===== config.mk =====
export PLATFORM = sky130hd
export DESIGN_NAME = wb_select
export DESIGN_NICKNAME = d
export VERILOG_FILES = /design/src/rv_mem_pkg.sv /design/src/wb_select.sv
export SDC_FILE = /design/constraint.sdc
export NUM_CORES = 1
export LEC_CHECK = 0
export ABC_AREA = 1
export BUFFER_PORTS_ARGS = -buffer_cell sky130_fd_sc_hd__buf_2
export CORE_AREA = 2 2 168 170
export CTS_CLUSTER_DIAMETER = 30
export DETAILED_ROUTE_END_ITERATION = 10
export DIE_AREA = 0 0 170 172
export HOLD_SLACK_MARGIN = 0.1
export PLACE_DENSITY = 0.49
export SKIP_LAST_GASP = 1
export SLEW_MARGIN = 20
export SYNTH_ARGS = -nofsm -noshare
export SYNTH_HDL_FRONTEND = slang
export SYNTH_SLANG_ARGS = --single-unit

===== constraint.sdc =====
create_clock -name clk -period 17.4 [get_ports clk]
set_input_delay 3.48 -clock clk [delete_from_list [all_inputs] [get_ports clk]]
set_output_delay 3.48 -clock clk [all_outputs]
set_load 0.01 [all_outputs]

===== src/rv_mem_pkg.sv =====
package rv_mem_pkg;

  localparam int unsigned xlen          = 64;
  localparam int unsigned ram_depth     = 256; // Doublewords.
  localparam int unsigned ram_addr_bits = 11;  // Byte address bits the RAM decodes.

  typedef enum logic [2:0] {
    load_none,
    load_lb,
    load_lh,
    load_lw,
    load_ld,
    load_lbu,
    load_lhu,
    load_lwu
  } load_op_t;

  typedef enum logic [2:0] {
    store_none,
    store_sb,
    store_sh,
    store_sw,
    store_sd
  } store_op_t;

  typedef enum logic [1:0] {
    size_byte,
    size_half,
    size_word,
    size_double
  } acc_size_t;

  typedef enum logic [1:0] {
    wb_alu,
    wb_load,
    wb_csr
  } wb_sel_t;

  typedef struct packed {
    logic [63:0]     pc;
    logic [31:0]     inst;
    load_op_t        load_op;
    store_op_t       store_op;
    logic [xlen-1:0] store_data;
    logic [xlen-1:0] alu_result; // Also the memory byte address.
    logic [xlen-1:0] csr_data;
    logic [4:0]      rd;
    logic            rd_wen;
    wb_sel_t         wb_sel;
  } ex_to_mem_t;

  typedef struct packed {
    logic [xlen-1:0] addr;
    logic [xlen-1:0] wdata;
    acc_size_t       size;
    logic            write;
  } mem_req_t;

  typedef struct packed {
    logic [63:0]     pc;
    logic [31:0]     inst;
    logic [4:0]      rd;
    logic            rd_wen;
    wb_sel_t         wb_sel;
    logic [xlen-1:0] alu_result;
    logic [xlen-1:0] load_data;
    logic [xlen-1:0] csr_data;
  } mem_to_wb_t;

  typedef struct packed {
    logic [63:0]     pc;
    logic [4:0]      rd;
    logic            rd_wen;
    logic [xlen-1:0] data;
  } wb_out_t;

  typedef struct packed {
    logic [4:0]      rd;
    logic            rd_wen;
    logic [xlen-1:0] value;
  } fwd_t;

endpackage

===== src/wb_select.sv =====
`timescale 1ns/1ps

module wb_select (
  input  logic                   clk,
  input  logic                   rst,
  input  logic                   mem_to_wb_valid,
  input  rv_mem_pkg::mem_to_wb_t mem_to_wb,
  input  logic                   wb_ready,
  output logic                   wb_allowin,
  output logic                   wb_valid,
  output rv_mem_pkg::wb_out_t    wb_out
);
  import rv_mem_pkg::*;

  logic [xlen-1:0] sel_data;

  always_comb begin
    case (mem_to_wb.wb_sel)
      wb_load: sel_data = mem_to_wb.load_data;
      wb_csr:  sel_data = mem_to_wb.csr_data;
      default: sel_data = mem_to_wb.alu_result;
    endcase
  end

  assign wb_allowin = !wb_valid || wb_ready; // Room when empty or the entry leaves now.

  always_ff @(posedge clk) begin
    if (rst) begin
      wb_valid <= 1'b0;
    end else if (wb_allowin) begin
      wb_valid <= mem_to_wb_valid;
    end
  end

  always_ff @(posedge clk) begin
    if (mem_to_wb_valid && wb_allowin) begin
      wb_out.pc     <= mem_to_wb.pc;
      wb_out.rd     <= mem_to_wb.rd;
      wb_out.rd_wen <= mem_to_wb.rd_wen;
      wb_out.data   <= sel_data;
    end
  end

endmodule


Word-level counts from Yosys, hierarchy flattened

Cells that the tools add are included.

Logic and storage cells: 11
Register bits: 135

Eq/ne operators: 2
Muxes and demuxes: 1
Reduce and logical (&&, ||, !) cells: 3

Operators with widths:

| cell                                          | count |
|---|---|
| one-hot mux 64 bit (2 select lines)           | 1 |
| == test 2 x 1 -> 1 bit, second input constant | 1 |
| == test 2 bit, second input constant          | 1 |
| logical AND 1 bit                             | 1 |
| zero test 1 bit                               | 1 |
| logical OR 1 bit                              | 1 |

Longest topological paths before layout

Gate-level depths: netlist of run 1.

Word-level depth: 3
Depth in mapped cells: 8
Mapped depth without buffers: 6

Worst setup path before layout of run 1

Ideal clock, no wire load.

Kind: input-to-reg
Start: input port mem_to_wb_valid
End: register wb_out[0] in the netlist's numbering (enable)
Buffers on the path: 0
Data required time: 16.729 ns
Library setup time: 0.671 ns
Slack: 6.757 ns
Arrival time: 9.971 ns
Stages: 2
Path through: inv_1 > a21oi_1

Word-level cells in the longest chain between the ends: 1

RTL lines:

| element           | line            | source |
|---|---|---|
| from (decl)       | wb_select.sv:6  | `input logic mem_to_wb_valid,` |
| logical AND 1 bit | wb_select.sv:36 | `if (mem_to_wb_valid && wb_allowin) begin` |
| to (decl)         | wb_select.sv:11 | `output rv_mem_pkg::wb_out_t wb_out` |

No other way between the ends.
A chain may end at the register's enable or synchronous reset.

Worst setup path after layout of run 1

Start: input port wb_ready
End: output port wb_allowin

Word-level cells in the longest chain between the ends: 1

RTL lines:

| element          | line            | source |
|---|---|---|
| from (decl)      | wb_select.sv:8  | `input logic wb_ready,` |
| logical OR 1 bit | wb_select.sv:25 | `assign wb_allowin = !wb_valid \|\| wb_ready;` |
| to (decl)        | wb_select.sv:9  | `output logic wb_allowin,` |

No other way between the ends.

==> impl_metrics.toml, run 1 <==
[finish]
nets = 1259
fin_cells = 1316
nFillCells = 2928
layout_common_cells = "buf_2 (403), nand2_1 (385), edfxtp_1 (134)"
multi_input_area_um2 = 1496
diodes = 0
area_delta_synth_final_pct = 50.12
final_common_cell = "buf_2"
seqCellArea_um2 = 4044
drive_gt1_share_pct = 45.77

[grt]
grt_pass1_vias = 4873
grt_pass1_wl_um = 28160
grt_usage_pct = 13.15
gr-total-overflow = 0
grt_max_degree = 73
grt_antenna_before_repair = 3

[logic_synthesis]
synth_top_area_share_pct = 70.05
ys.warnings.count = 0
post-synth-top-area-cell = "edfxtp_1"
netlist_area_um2 = 5744
syn_inst = 556
synth.avg_cell_area_um2 = 10.33
synth_cell_type_count = 10
ys_ff_latch = 135
ys_seq_area_share_pct = 70.40
syn_nets = 858
synthTopCellsByArea = "edfxtp_1 (70%), nand2_1 (25%), buf_6 (1.4%)"

[placed_design]
hpwl_um = 15230
dp_cells = 1284
place.gp.congestion = 0.7803
port_buffers = 403

[power]
p_per_area_nw_per_um2 = 101.1
p_leak_nw = 4.342
peakVddDrop_uv = 49.93

[timing]
fmax_ghz = 0.1354
period_needed_ns = 7.384
tightestPinTransition_ns = 0.9879
clock_skew_ns = 0.01162
slew_headroom_pct = 34.14
finalSetupTns_ns = 0
hold_slack_ns = 0.5413
rsz0062_at_grt = "no"
setup_viol = 0
hold_viol = 0
slew_viol_final = 0
period_share_pct = 42.44

[routing]
viasPerCell = 3.875
drc = 0
wl_per_cell_um = 15.34
first_pass_iters = 4
drt_iter0_markers = 187
vias = 5099
finalWirelength_um = 20190
ant_nets = 0

[min_path]
min_to = "wb_valid$_SDFFE_PP0P_"
min_from = "wb_valid$_SDFFE_PP0P_"
holdPathStages = 2
min_path_type = "flop to flop"

[floorplanning]
rows = 61
die_w_um = 170
dieArea_um2 = 29240
start_util_pct = 20.91
core-area_um2 = 27480
die_h_um = 172
ios = 436

[setup_path]
worst_setup_path_start_kind = "primary input"
crit_path_max_fanout = 2
worstPathArrival_ns = 3.90
path_class = "primary input to output port"
r2r_end = "wb_out[10]$_DFFE_PP_"
reg2reg_from = "wb_valid$_SDFFE_PP0P_"
rr_worst_depth = 2
setup.worst_path.start = "wb_ready"
reg2reg_slack_ns = 15.70
cp-end-kind = "output port"
worstPathRequired_ns = 13.92

[cts]
cts.path.max_buffers = 2
clk_latency_ns = 0.41
postCtsSetupBuffers = 0
clock_sinks = 135
cts_made_buffers = 17
cts-root-buf = "clkbuf_16"
hold_buffers = 0
cts.clk_slew.worst_paths_ns = 0.06
cts_max_level = 4
cts_resized = 0
cts_tree = "built"

[outcome]
outcome = "finished clean"

[run]
cap_violations = 0
[per-layer routing]
metal	vias up	share of wire, %	track usage [%]
li1	2589	-	-
met1	2237	39	14.32
met2	254	50	23.51
met3	13	10	5.562
met4	6	0.75	3.530
met5	-	0.18	0
[worst max path at each step]
stage                           to  slack (ns)  cells after the start
2_1_floorplan  wb_out[0]$_DFFE_PP_        6.76                      2
3_3_place_gp            wb_allowin       10.02                      4
3_5_place_dp            wb_allowin       10.01                      4
4_1_cts                 wb_allowin       10.01                      4
5_1_grt                 wb_allowin        9.94                      4
6_report                wb_allowin       10.02                      4
[metrics by stage]
| stage | setup WS [ns] | utilization (%) | power [mW] | instance area [µm²] |
|---|---|---|---|---|
| floorplan | 6.757 | - | 0.4609 | 5744 |
| global placement | 10.02 | 29.31 | 0.5235 | 8054 |
| detailed placement | 10.01 | 29.31 | 0.5245 | 8054 |
| CTS | 10.01 | 31.38 | 0.8921 | 8623 |
| global route | 9.944 | 31.38 | 0.9139 | 8623 |
| finish | 10.02 | 31.38 | 0.8722 | 8623 |
[flip-flops by register name, summed over array words and instances, names as in the netlist]
name / cells
wb_valid: 1
wb_out: 134
[cell usage after synthesis (all sizes together)]
cell type	n
nand2	385
edfxtp	134
buf	27
inv	5
a21oi	2
ha	2
dfxtp	1
[cell families (layout without fill, tap and decap cells)]
group,after synthesis,in the layout,synth area share [%]
DFF,135,135,70.40
AOI/OAI and AO/OA,2,2,0.1743
buffers and inverters,32,446,3.833
and+or+nand+nor,385,385,25.16
adders and majority gates,2,2,0.4356
[final cells by class]
type | count | share of cell area (%)
multi-input cells | 389 | 17.35
clock inverters | 14 | 1.625
repair buffers | 409 | 23.91
flip-flops and latches | 135 | 46.89
inverters | 5 | 0.2176
clock buffers | 18 | 4.977
well taps | 346 | 5.020
[worst max-delay path, stage by stage]
cell and delay [ns]:
buf_2 0.09, inv_1 0.10, nand2_1 0.08, buf_2 0.15
[power breakdown]
group / switching (mW) / internal [mW] / total (mW)
Combinational: 0.0717 / 0.0487 / 0.120
Clock: 0.157 / 0.201 / 0.358
Sequential: 0.00571 / 0.388 / 0.394
Total: 0.234 / 0.638 / 0.872
Note: power is estimated with default switching activity, not from simulation.
==> run 2, diff against run 1 <==
--- a/config.mk
+++ b/config.mk
@@ -7,12 +7,12 @@
 export LEC_CHECK = 0
 export ABC_AREA = 1
 export BUFFER_PORTS_ARGS = -buffer_cell sky130_fd_sc_hd__buf_2
-export CORE_AREA = 2 2 168 170
+export CORE_AREA = 2 2 169 171
 export CTS_CLUSTER_DIAMETER = 30
 export DETAILED_ROUTE_END_ITERATION = 10
-export DIE_AREA = 0 0 170 172
+export DIE_AREA = 0 0 171 173
 export HOLD_SLACK_MARGIN = 0.1
-export PLACE_DENSITY = 0.49
+export PLACE_DENSITY = 0.48
 export SKIP_LAST_GASP = 1
 export SLEW_MARGIN = 20
 export SYNTH_ARGS = -nofsm -noshare
==> constraint.sdc (replaced) <==
create_clock -name clk -period 7.4 [get_ports clk]
set_input_delay 1.48 -clock clk [delete_from_list [all_inputs] [get_ports clk]]
set_output_delay 1.48 -clock clk [all_outputs]
set_load 0.01 [all_outputs]
==> run 2 against run 1 <==
Against the previous run: sequential power is 140% higher; sequential cell count stayed put; utilization is 0.12 points higher; hold slack worse by 0.0047 ns; final area is 0.93% higher; largest cell class unchanged; non-clock buffer count stayed put.
==> impl_metrics.toml, run 2 (synthesis results as in run 1) <==
[outcome]
outcome = "finished clean"

[cts]
clock_sinks = 135
cts_resized = 0
cts_max_level = 4
cts-root-buf = "clkbuf_16"
cts.clk_slew.worst_paths_ns = 0.06
cts_made_buffers = 17
cts.path.max_buffers = 2
cts_tree = "built"
postCtsSetupBuffers = 0
clk_latency_ns = 0.42
hold_buffers = 0

[floorplanning]
dieArea_um2 = 29580
die_h_um = 173
start_util_pct = 20.79
die_w_um = 171
core-area_um2 = 27630
ios = 436
rows = 61

[setup_path]
crit_path_max_fanout = 2
worst_setup_path_start_kind = "primary input"
worstPathRequired_ns = 5.92
crit_top_cell = "buf_2"
rr_worst_depth = 2
slowest_stage = "buf_2"
worstPathCellList = "buf_2, inv_1, nand2_1, buf_2"
cp_slowest_stage_delay_ns = 0.15
worstPathArrival_ns = 1.89
reg2reg_slack_ns = 5.33
r2r_end = "wb_out[47]$_DFFE_PP_"
path_class = "primary input to output port"
reg2reg_from = "wb_valid$_SDFFE_PP0P_"
cp-end-kind = "output port"

[finish]
nets = 1259
layout_common_cells = "buf_2 (403), nand2_1 (385), edfxtp_1 (134)"
drive_gt1_share_pct = 45.77
largest_register = "wb_out"
largestRegisters = "wb_out x134, wb_valid x1"
area_delta_synth_final_pct = 51.51
largest_reg_flops = 134
final_common_cell = "buf_2"
nFillCells = 2961

[placed_design]
place.gp.congestion = 0.7906
port_buffers = 403
hpwl_um = 14870

[routing]
wl_per_cell_um = 14.66
finalWirelength_um = 19780
viasPerCell = 3.815
ant_nets = 0
first_pass_iters = 4
drt_iter0_markers = 236
vias = 5147
drc = 0

[power]
power_frac_seq_pct = 44.6
pwr-share-comb_pct = 13.6
p_per_area_nw_per_um2 = 238.4
p_int_mw = 1.535
p_leak_nw = 4.357
power_mw = 2.075
power_frac_clock_pct = 41.8
peakVddDrop_uv = 120.8
power_switching_share_pct = 26.04
power.switching_uw = 540.4

[timing]
setup_viol = 0
hold_viol = 0
fmax_ghz = 0.2965
tightestPinTransition_ns = 0.8620
clock_skew_ns = 0.006684
finalSetupTns_ns = 0
slew_headroom_pct = 42.40
period_needed_ns = 3.372
period_share_pct = 45.57
rsz0062_at_grt = "no"
slew_viol_final = 0

[grt]
grt_antenna_before_repair = 1
met1_usage_pct = 14.03
grt_max_degree = 111
grt_usage_pct = 12.92
gr-total-overflow = 0
busiest_layer = "met2"
met3_usage_pct = 4.669
grt_util_met2_pct = 22.93
grt_pass1_wl_um = 28210
grt_pass1_vias = 4948

[min_path]
min_to = "wb_valid$_SDFFE_PP0P_"
min_path_type = "flop to flop"
holdPathStages = 2
min_from = "wb_valid$_SDFFE_PP0P_"

[run]
cap_violations = 0
## run 2: area by class of cell
class / count / area (µm²) / share of cell area, %
multi-input cells: 389 / 1496 / 17.19
repair buffers: 409 / 2074 / 23.84
clock buffers: 18 / 429.2 / 4.931
diodes: 1 / 2.502 / 0.02875
clock inverters: 14 / 165.2 / 1.898
inverters: 5 / 18.77 / 0.2156
well taps: 378 / 473.0 / 5.434
flip-flops and latches: 135 / 4044 / 46.46
## run 2: worst max-delay path by stage
| stage | from | end | slack (ns) | cells past startpoint |
|---|---|---|---|---|
| after detailed placement | wb_ready | wb_allowin | 4.02 | 4 |
| after global placement | wb_ready | wb_out[115]$_DFFE_PP_ | 4.02 | 4 |
| final | wb_ready | wb_allowin | 4.03 | 4 |
| after floorplan | wb_ready | wb_out[0]$_DFFE_PP_ | 1.52 | 2 |
| after CTS | wb_ready | wb_allowin | 4.02 | 4 |
| after global routing | wb_ready | wb_allowin | 3.98 | 4 |
## run 2: critical path, delay by kind of cell
kind                   cells  cell delay (ns)
AND/OR/NAND/NOR            1             0.08
buffers and inverters      3             0.33
## run 2: metal layers
metal | vias to the layer above | wire (µm)
met5 | - | 0
met4 | 0 | 334
met3 | 16 | 1944
met2 | 261 | 9852
met1 | 2276 | 7648
li1 | 2594 | -
## run 2: per-stage QoR
step	hold slack, ns	std cells	setup WS [ns]	util (%)	instance area [µm²]
global placement	0.5220	1316	4.024	29.34	8107
global route	0.5907	1348	3.984	31.49	8701
finish	0.5366	1349	4.028	31.50	8703
detailed placement	0.5250	1316	4.024	29.34	8107
floorplan	0.5899	556	1.517	-	5748
CTS	0.5389	1348	4.024	31.49	8701
## run 2: power groups by stage
stage | sequential [mW] | clock, mW | combinational (mW)
3_5_place_dp | 0.942 | 0 | 0.290
4_1_cts | 0.927 | 0.900 | 0.290
2_1_floorplan | 0.979 | 0 | 0.0997
5_1_grt | 0.931 | 0.930 | 0.317
3_3_place_gp | 0.941 | 0 | 0.290
6_report | 0.926 | 0.867 | 0.283
