===== src/rv_mem_pkg.sv =====
package rv_mem_pkg;

  localparam int unsigned xlen          = 64;
  localparam int unsigned ram_depth     = 256; // Doublewords.
  localparam int unsigned ram_addr_bits = 11;  // Byte address bits the RAM decodes.

  typedef enum logic [2:0] {
    load_none,
    load_lb,
    load_lh,
    load_lw,
    load_ld,
    load_lbu,
    load_lhu,
    load_lwu
  } load_op_t;

  typedef enum logic [2:0] {
    store_none,
    store_sb,
    store_sh,
    store_sw,
    store_sd
  } store_op_t;

  typedef enum logic [1:0] {
    size_byte,
    size_half,
    size_word,
    size_double
  } acc_size_t;

  typedef enum logic [1:0] {
    wb_alu,
    wb_load,
    wb_csr
  } wb_sel_t;

  typedef struct packed {
    logic [63:0]     pc;
    logic [31:0]     inst;
    load_op_t        load_op;
    store_op_t       store_op;
    logic [xlen-1:0] store_data;
    logic [xlen-1:0] alu_result; // Also the memory byte address.
    logic [xlen-1:0] csr_data;
    logic [4:0]      rd;
    logic            rd_wen;
    wb_sel_t         wb_sel;
  } ex_to_mem_t;

  typedef struct packed {
    logic [xlen-1:0] addr;
    logic [xlen-1:0] wdata;
    acc_size_t       size;
    logic            write;
  } mem_req_t;

  typedef struct packed {
    logic [63:0]     pc;
    logic [31:0]     inst;
    logic [4:0]      rd;
    logic            rd_wen;
    wb_sel_t         wb_sel;
    logic [xlen-1:0] alu_result;
    logic [xlen-1:0] load_data;
    logic [xlen-1:0] csr_data;
  } mem_to_wb_t;

  typedef struct packed {
    logic [63:0]     pc;
    logic [4:0]      rd;
    logic            rd_wen;
    logic [xlen-1:0] data;
  } wb_out_t;

  typedef struct packed {
    logic [4:0]      rd;
    logic            rd_wen;
    logic [xlen-1:0] value;
  } fwd_t;

endpackage

===== src/mem_stage.sv =====
`timescale 1ns/1ps

module mem_stage (
  input  logic                        clk,
  input  logic                        rst,
  input  logic                        ex_valid,
  input  rv_mem_pkg::ex_to_mem_t      ex_bus,
  output logic                        mem_allowin,
  output logic                        mem_to_wb_valid,
  output rv_mem_pkg::mem_to_wb_t      mem_to_wb,
  input  logic                        wb_allowin,
  output logic                        req_valid,
  output rv_mem_pkg::mem_req_t        req,
  input  logic                        req_ready,
  input  logic [rv_mem_pkg::xlen-1:0] rdata,
  output rv_mem_pkg::fwd_t            fwd
);
  import rv_mem_pkg::*;

  typedef enum logic [1:0] {
    state_idle,
    state_request,
    state_done
  } state_t;

  state_t state;
  state_t state_next;
  logic mem_valid;
  ex_to_mem_t mem_r;
  logic accept;
  logic handshake;
  logic ex_has_mem;
  logic mem_has_mem;
  logic mem_ready_go;
  logic [xlen-1:0] load_data;

  assign ex_has_mem  = (ex_bus.load_op != load_none) || (ex_bus.store_op != store_none);
  assign mem_has_mem = (mem_r.load_op != load_none) || (mem_r.store_op != store_none);

  assign mem_ready_go    = (state == state_done) || !mem_has_mem;
  assign mem_allowin     = !mem_valid || (mem_ready_go && wb_allowin);
  assign mem_to_wb_valid = mem_valid && mem_ready_go;
  assign accept          = ex_valid && mem_allowin;
  assign handshake       = req_valid && req_ready;
  assign req_valid       = state == state_request;

  always_ff @(posedge clk) begin
    if (rst) begin
      mem_valid <= 1'b0;
    end else if (mem_allowin) begin
      mem_valid <= ex_valid;
    end
  end

  always_ff @(posedge clk) begin
    if (accept) begin
      mem_r <= ex_bus;
    end
  end

  always_ff @(posedge clk) begin
    if (rst) begin
      state <= state_idle;
    end else begin
      state <= state_next;
    end
  end

  // The request starts the cycle after the packet is accepted.
  always_comb begin
    state_next = state;
    case (state)
      state_idle: begin
        if (accept && ex_has_mem) begin
          state_next = state_request;
        end
      end
      state_request: begin
        if (handshake) begin
          state_next = state_done;
        end
      end
      state_done: begin
        if (accept && ex_has_mem) begin
          state_next = state_request;
        end else if (mem_allowin) begin
          state_next = state_idle;
        end
      end
      default: begin
        state_next = state_idle;
      end
    endcase
  end

  store_align store_align_inst (
    .load_op    (mem_r.load_op),
    .store_op   (mem_r.store_op),
    .store_data (mem_r.store_data),
    .alu_result (mem_r.alu_result),
    .req        (req)
  );

  load_extend load_extend_inst (
    .clk       (clk),
    .load_op   (mem_r.load_op),
    .rdata     (rdata),
    .capture   (handshake),
    .load_data (load_data)
  );

  assign mem_to_wb.pc         = mem_r.pc;
  assign mem_to_wb.inst       = mem_r.inst;
  assign mem_to_wb.rd         = mem_r.rd;
  assign mem_to_wb.rd_wen     = mem_r.rd_wen;
  assign mem_to_wb.wb_sel     = mem_r.wb_sel;
  assign mem_to_wb.alu_result = mem_r.alu_result;
  assign mem_to_wb.load_data  = load_data;
  assign mem_to_wb.csr_data   = mem_r.csr_data;

  assign fwd.rd     = mem_valid ? mem_r.rd : 5'd0; // Empty stage forwards nothing.
  assign fwd.rd_wen = mem_valid && mem_r.rd_wen;
  assign fwd.value  = mem_valid ? mem_r.alu_result : '0;

endmodule


===== src/load_extend.sv =====
`timescale 1ns/1ps

module load_extend (
  input  logic                        clk,
  input  rv_mem_pkg::load_op_t        load_op,
  input  logic [rv_mem_pkg::xlen-1:0] rdata,
  input  logic                        capture,
  output logic [rv_mem_pkg::xlen-1:0] load_data
);
  import rv_mem_pkg::*;

  logic [xlen-1:0] ext_data;

  always_comb begin
    case (load_op)
      load_lb:  ext_data = {{56{rdata[7]}}, rdata[7:0]};
      load_lh:  ext_data = {{48{rdata[15]}}, rdata[15:0]};
      load_lw:  ext_data = {{32{rdata[31]}}, rdata[31:0]};
      load_ld:  ext_data = rdata;
      load_lbu: ext_data = {56'b0, rdata[7:0]};
      load_lhu: ext_data = {48'b0, rdata[15:0]};
      load_lwu: ext_data = {32'b0, rdata[31:0]};
      default:  ext_data = '0;
    endcase
  end

  // rdata is only valid in the handshake cycle, so the result is kept here.
  always_ff @(posedge clk) begin
    if (capture) begin
      load_data <= ext_data;
    end
  end

endmodule


===== src/store_align.sv =====
`timescale 1ns/1ps

module store_align (
  input  rv_mem_pkg::load_op_t          load_op,
  input  rv_mem_pkg::store_op_t         store_op,
  input  logic [rv_mem_pkg::xlen-1:0]   store_data,
  input  logic [rv_mem_pkg::xlen-1:0]   alu_result,
  output rv_mem_pkg::mem_req_t          req
);
  import rv_mem_pkg::*;

  acc_size_t acc_size;
  logic [xlen-1:0] data_mask;

  always_comb begin
    acc_size = size_double;
    if (store_op != store_none) begin
      case (store_op)
        store_sb: acc_size = size_byte;
        store_sh: acc_size = size_half;
        store_sw: acc_size = size_word;
        default:  acc_size = size_double;
      endcase
    end else begin
      case (load_op)
        load_lb, load_lbu: acc_size = size_byte;
        load_lh, load_lhu: acc_size = size_half;
        load_lw, load_lwu: acc_size = size_word;
        default:           acc_size = size_double;
      endcase
    end
  end

  always_comb begin
    case (acc_size)
      size_byte: data_mask = 64'h0000_0000_0000_00ff;
      size_half: data_mask = 64'h0000_0000_0000_ffff;
      size_word: data_mask = 64'h0000_0000_ffff_ffff;
      default:   data_mask = '1;
    endcase
  end

  assign req.addr  = alu_result;
  assign req.wdata = store_data & data_mask; // Data sits in lane 0 before the RAM shifts it.
  assign req.size  = acc_size;
  assign req.write = store_op != store_none;

endmodule


===== config.mk =====
export PLATFORM = sky130hd
export DESIGN_NAME = mem_stage
export DESIGN_NICKNAME = d
export VERILOG_FILES = /design/src/rv_mem_pkg.sv /design/src/mem_stage.sv /design/src/load_extend.sv /design/src/store_align.sv
export SDC_FILE = /design/constraint.sdc
export NUM_CORES = 1
export LEC_CHECK = 0
export ABC_AREA = 1
export BUFFER_PORTS_ARGS = -buffer_cell sky130_fd_sc_hd__buf_2
export CAP_MARGIN = 20
export CORE_AREA = 8 8 333 335
export CTS_CLUSTER_SIZE = 20
export DETAILED_ROUTE_END_ITERATION = 8
export DIE_AREA = 0 0 341 343
export HOLD_SLACK_MARGIN = 0.12
export PLACE_DENSITY = 0.37
export SLEW_MARGIN = 5
export SYNTH_ARGS = -nofsm -noshare
export SYNTH_HDL_FRONTEND = slang
export SYNTH_SLANG_ARGS = --single-unit

===== constraint.sdc =====
create_clock -name clk -period 61.3 [get_ports clk]
set_input_delay 12.26 -clock clk [delete_from_list [all_inputs] [get_ports clk]]
set_output_delay 12.26 -clock clk [all_outputs]
set_load 0.1 [all_outputs]

# --- After elaboration in Yosys (flattened, before gate mapping) ---
# Cells that the tools add are included.
op_classes:
  n_eq_ne: 17
  mux: 12
  bitwise: 1
  reduce_logical: 22
op_table:
  columns: ["cell", "n"]
  rows:
  - ["case mux 64 bit (7 select lines)", 1]
  - ["case mux 64 bit (3 select lines)", 1]
  - ["AND 64 bit", 1]
  - ["2-to-1 mux 64 bit", 1]
  - ["case mux 2 bit (3 select lines)", 3]
  - ["== test 3 x 2 -> 1 bit (second input constant)", 4]
  - ["== test 3 bit (second input constant)", 4]
  - ["nonzero test 3 bit", 4]
  - ["2-to-1 mux 2 bit", 5]
  - ["== test 3 x 1 -> 1 bit (second input constant)", 2]
  - ["logical AND 1 bit", 6]
  - ["OR reduction 2 bit", 3]
  - ["2-to-1 mux 5 bit", 1]
  - ["== test 2 x 1 -> 1 bit (second input constant)", 2]
  - ["== test 2 bit (second input constant)", 2]
  - ["zero test 2 bit", 2]
  - ["logical OR 1 bit", 4]
  - ["inequality test 3 x 2 -> 1 bit (second input constant)", 1]
  - ["AND reduction 3 bit", 1]
  - ["zero test 1 bit", 2]
  - ["inequality test 2 x 1 -> 1 bit (second input constant)", 1]
  - ["inequality test 2 bit (second input constant)", 1]
totals:
  register_bits: 369
  inputBits: 371
  output_inout_bits: 500
  wordCells: 65

# --- Longest topological paths before layout ---
logic_depth:
  ltp_word: 10
  ltp_mapped: 10
  mapped_depth_nobuf: 10

# --- Cells and area by module ---
# Synthesis repeated with hierarchy kept, for this count alone.
unflattened:
  hier_cells: 1140
  area_unflattened_um2: 15464.8
by_module_without_submodules:
  columns: ["mod", "instances", "cells_per_inst", "area_each_um2", "seq_area_each_um2"]
  rows:
  - ["mem_stage", 1, 713, 11633.7, 9128.8]
  - ["load_extend", 1, 224, 2746.4, 1921.8]
  - ["store_align", 1, 203, 1084.8, 0.0]

# --- Worst setup path before layout ---
# OpenSTA, ideal clock, no wires.
synth_timing:
  kind: "input to register"
  from: "in wb_allowin"
  to: "reg mem_r[136] in the netlist's numbering, enable pin"
  setup_ns: 1.067
  arrival_time_ns: 26.838
  required_time_ns: 60.233
  setup_slack_ns: 33.395
  path_stages: 2
  path_buffers: 0
  path_cell_list: "nand2_1 > a21oi_1"
synth_between:
  elab_chain_cells: 3
synth_rtl:
  columns: ["element", "line_no", "rtl"]
  rows:
  - ["start: declaration", "mem_stage.sv:11", "input logic wb_allowin,"]
  - ["logical AND 1 bit", "mem_stage.sv:41", "assign mem_allowin = !mem_valid || (mem_ready_go && wb_allowin);"]
  - ["logical OR 1 bit", "mem_stage.sv:41", null]
  - ["logical AND 1 bit", "mem_stage.sv:43", "assign accept = ex_valid && mem_allowin;"]
  - ["via accept", "mem_stage.sv:30", "logic accept;"]
  - ["end signal: assignment", "mem_stage.sv:57", "mem_r <= ex_bus;"]
  - ["end: declaration", "mem_stage.sv:29", "ex_to_mem_t mem_r;"]
# The timed path passes the listed nets, and every way through them passes these cells.
# A chain may end at the register's enable or synchronous reset.

# --- Worst setup path after layout ---
layout_timing:
  from: "in wb_allowin"
  to: "out mem_allowin"
layout_between:
  elab_chain_cells: 2
layout_rtl:
  columns: ["element", "line_no", "rtl"]
  rows:
  - ["logical AND 1 bit", "mem_stage.sv:41", null]
  - ["logical OR 1 bit", "mem_stage.sv:41", null]
  - ["end: declaration", "mem_stage.sv:8", "output logic mem_allowin,"]
# Every way passes these cells.

==> flow_summary.toml <==
[floorplanning]
start_util_pct = 14.43
pin_count = 871
dieWidth_um = 341
core_um2 = 105900
die_h_um = 343
die-area_um2 = 117000
placementRows = 120

[logic_synthesis]
netlist.area_leader.share_pct = 71.93
avgSynthCellArea_um2 = 13.47
ys_seq_elements = 369
netlist_area_um2 = 15280
synthesis.nets = 1511
synth_top_area_cell = "edfxtp_1"
synthDistinctLibCells = 25
syn_inst = 1134
ys_seq_area_share_pct = 72.32
synthTopCellsByArea = "edfxtp_1 (72%), buf_4 (15%), nand2_1 (4.4%), inv_1 (3.6%), nor2_1 (1.7%)"
yosys_warnings = 0

[clock_network]
cts.sink_count = 369
postCtsSetupRepairBufs = 0
hold_buffers = 0
cts_buffers = 46
clk_latency_ns = 0.59
cts_root_buf = "clkbuf_16"
cts_tree = "yes"
cts_max_level = 2
path_clk_slew_ns = 0.06
cts_buffer_depth = 3
cts_resized = 0

[finish]
final_common_cell = "buf_2"
finalNetCount = 2110
drive_gt1_share_pct = 53.82
final_cell_count_no_fill = 3188
final_cell_mix = "buf_2 (870), edfxtp_1 (366), nand2_1 (181)"
area_growth_pct = 34.06

[critical_path]
cp.required_ns = 49.04
cp_top_family = "buffers and inverters"
path_class = "in -> out"
crit_chain = "buf_2, nand2_1, nand2_1, buf_2"
cp_max_fo = 3
cpMaxStageDelayCell = "buf_2"
cp-start-kind = "primary input"
endpoint_kind = "output port"
critPathArrivalTime_ns = 13.08
timing.critical_path.buf_inv = 2
cpPeakStageDelay_ns = 0.46

[global_route]
antenna_found_initial = 25
grt_usage_pct = 9.726
grt_max_degree = 75
overflow = 0
grt_pass1_vias = 11140
grt_pass1_wl_mm = 82.24

[flow_run]
cap_violations = 0

[timing]
setup_viol = 0
final.setup.tns_ns = 0
fin_crit_sh_pct = 41.34
worst_pin_slew_ns = 0.9881
fin_worst_skew_ns = 0.02110
finalHoldViolations = 0
rsz0062_at_grt = "false"
timing.fmax_ghz = 0.03946
slew_headroom_pct = 34.12
drv_slew = 0
post-route-min-period_ns = 25.34

[drt]
wl_met3_mm = 7.907
drt.antenna.violating_nets = 0
drt_iter0_markers = 576
wirelength_mm = 60.84
wl_met1_mm = 22.66
viasPerCell = 3.148
drcViolationCount = 0
wl_met2_mm = 28.70
top_layer = "met5"
detail_route.wl_per_cell_um = 19.09
drtPass1Iterations = 6
via_count = 10040

[placed_design]
io_buffers = 870
globalplace.congestion = 0.7754
post-dp-hpwl_mm = 49.96
dp.cells = 3088

[pwr]
p_leak_nw = 9.533
vdd_drop_max_uv = 18.67
powerDensity_nw_per_um2 = 36.69

[hold_path]
hold_path_class = "reg -> reg"

[status]
status = "completed"
layer usage:
metal | GRT usage (%) | vias up
met5 | 0 | -
met3 | 5.201 | 73
li1 | - | 4608
met4 | 2.997 | 12
met2 | 15.86 | 524
met1 | 10.94 | 4818
worst min-delay path, cell delays in order, from the launching register on:
cell     delay, ns
dfxtp_1       0.33
a21o_1        0.11
a21oi_1       0.03
power breakdown:
group          internal (mW)  total (mW)  switching (mW)
registers              0.295       0.302         0.00629
logic                 0.0238       0.189           0.165
clock network          0.153       0.260           0.107
total                  0.473       0.751           0.279
cell usage after synthesis:
| library cell | number |
|---|---|
| o21ai_2 | 1 |
| nand3b_1 | 1 |
| a21o_1 | 1 |
| buf_6 | 6 |
| a21boi_0 | 1 |
| ha_1 | 6 |
| nand2_4 | 2 |
| clkbuf_1 | 4 |
| nor2_2 | 1 |
| buf_2 | 11 |
| nand2_2 | 4 |
| inv_1 | 146 |
| buf_4 | 305 |
| nand4_1 | 1 |
| nor3_1 | 3 |
| inv_2 | 3 |
| a21oi_1 | 5 |
| nor3_4 | 1 |
| nor2_1 | 69 |
| dfxtp_1 | 3 |
| o21ai_0 | 10 |
| nand3_1 | 2 |
| nand2_1 | 181 |
| edfxtp_1 | 366 |
| a31oi_4 | 1 |
final cells by class:
class,instances,area [um^2]
fill,11730,85370
sequential,369,11050
timing repair buffer,877,4407
tap,1403,1755
multi-input combinational,290,1254
clock buffer,64,1240
inverter,149,559.3
clock inverter,20,177.7
antenna,16,40.04
sequential cells by signal, summed over array words and instances (netlist names):
name and flops:
mem_valid 1, state 2, mem_to_wb 232, mem_r 70, load_extend_inst.load_data 64
per-stage QoR:
stage	worst slack (ns)	total power [mW]	hold WS (ns)	instance area, um^2	utilization, %
6_report	35.96	0.7515	0.5115	20480	19.35
5_1_grt	35.94	0.7803	0.5684	20450	19.32
3_5_place_dp	35.97	0.4986	0.5059	19030	17.98
4_1_cts	35.97	0.7685	0.5140	20440	19.31
2_1_floorplan	33.39	0.4776	0.4678	15280	-
3_3_place_gp	35.96	0.4977	0.4918	19030	17.98
worst paths after layout:
| check | from | to | slack [ns] | cells past startpoint |
|---|---|---|---|---|
| setup / recovery | wb_allowin | mem_allowin | 35.96 | 4 |
| hold / removal | state[0] | state[0] | 0.51 | 2 |
| setup reg to reg | mem_r[203] | mem_to_wb[162] | 56.88 | 11 |
| hold reg to reg | state[0] | state[0] | 0.51 | 2 |
cells by family (layout without fill, tap and decap cells):
group,Yosys count,after routing,synth area share [%]
AND/OR/NAND/NOR,265,265,6.854
AO/OA/AOI/OAI,19,19,0.7861
buffers and inverters,475,1110,19.55
flip-flops,369,369,72.32
other,0,16,0
adder cells (fa/ha/maj),6,6,0.4913
No activity file was read; power rests on OpenSTA's default activity.
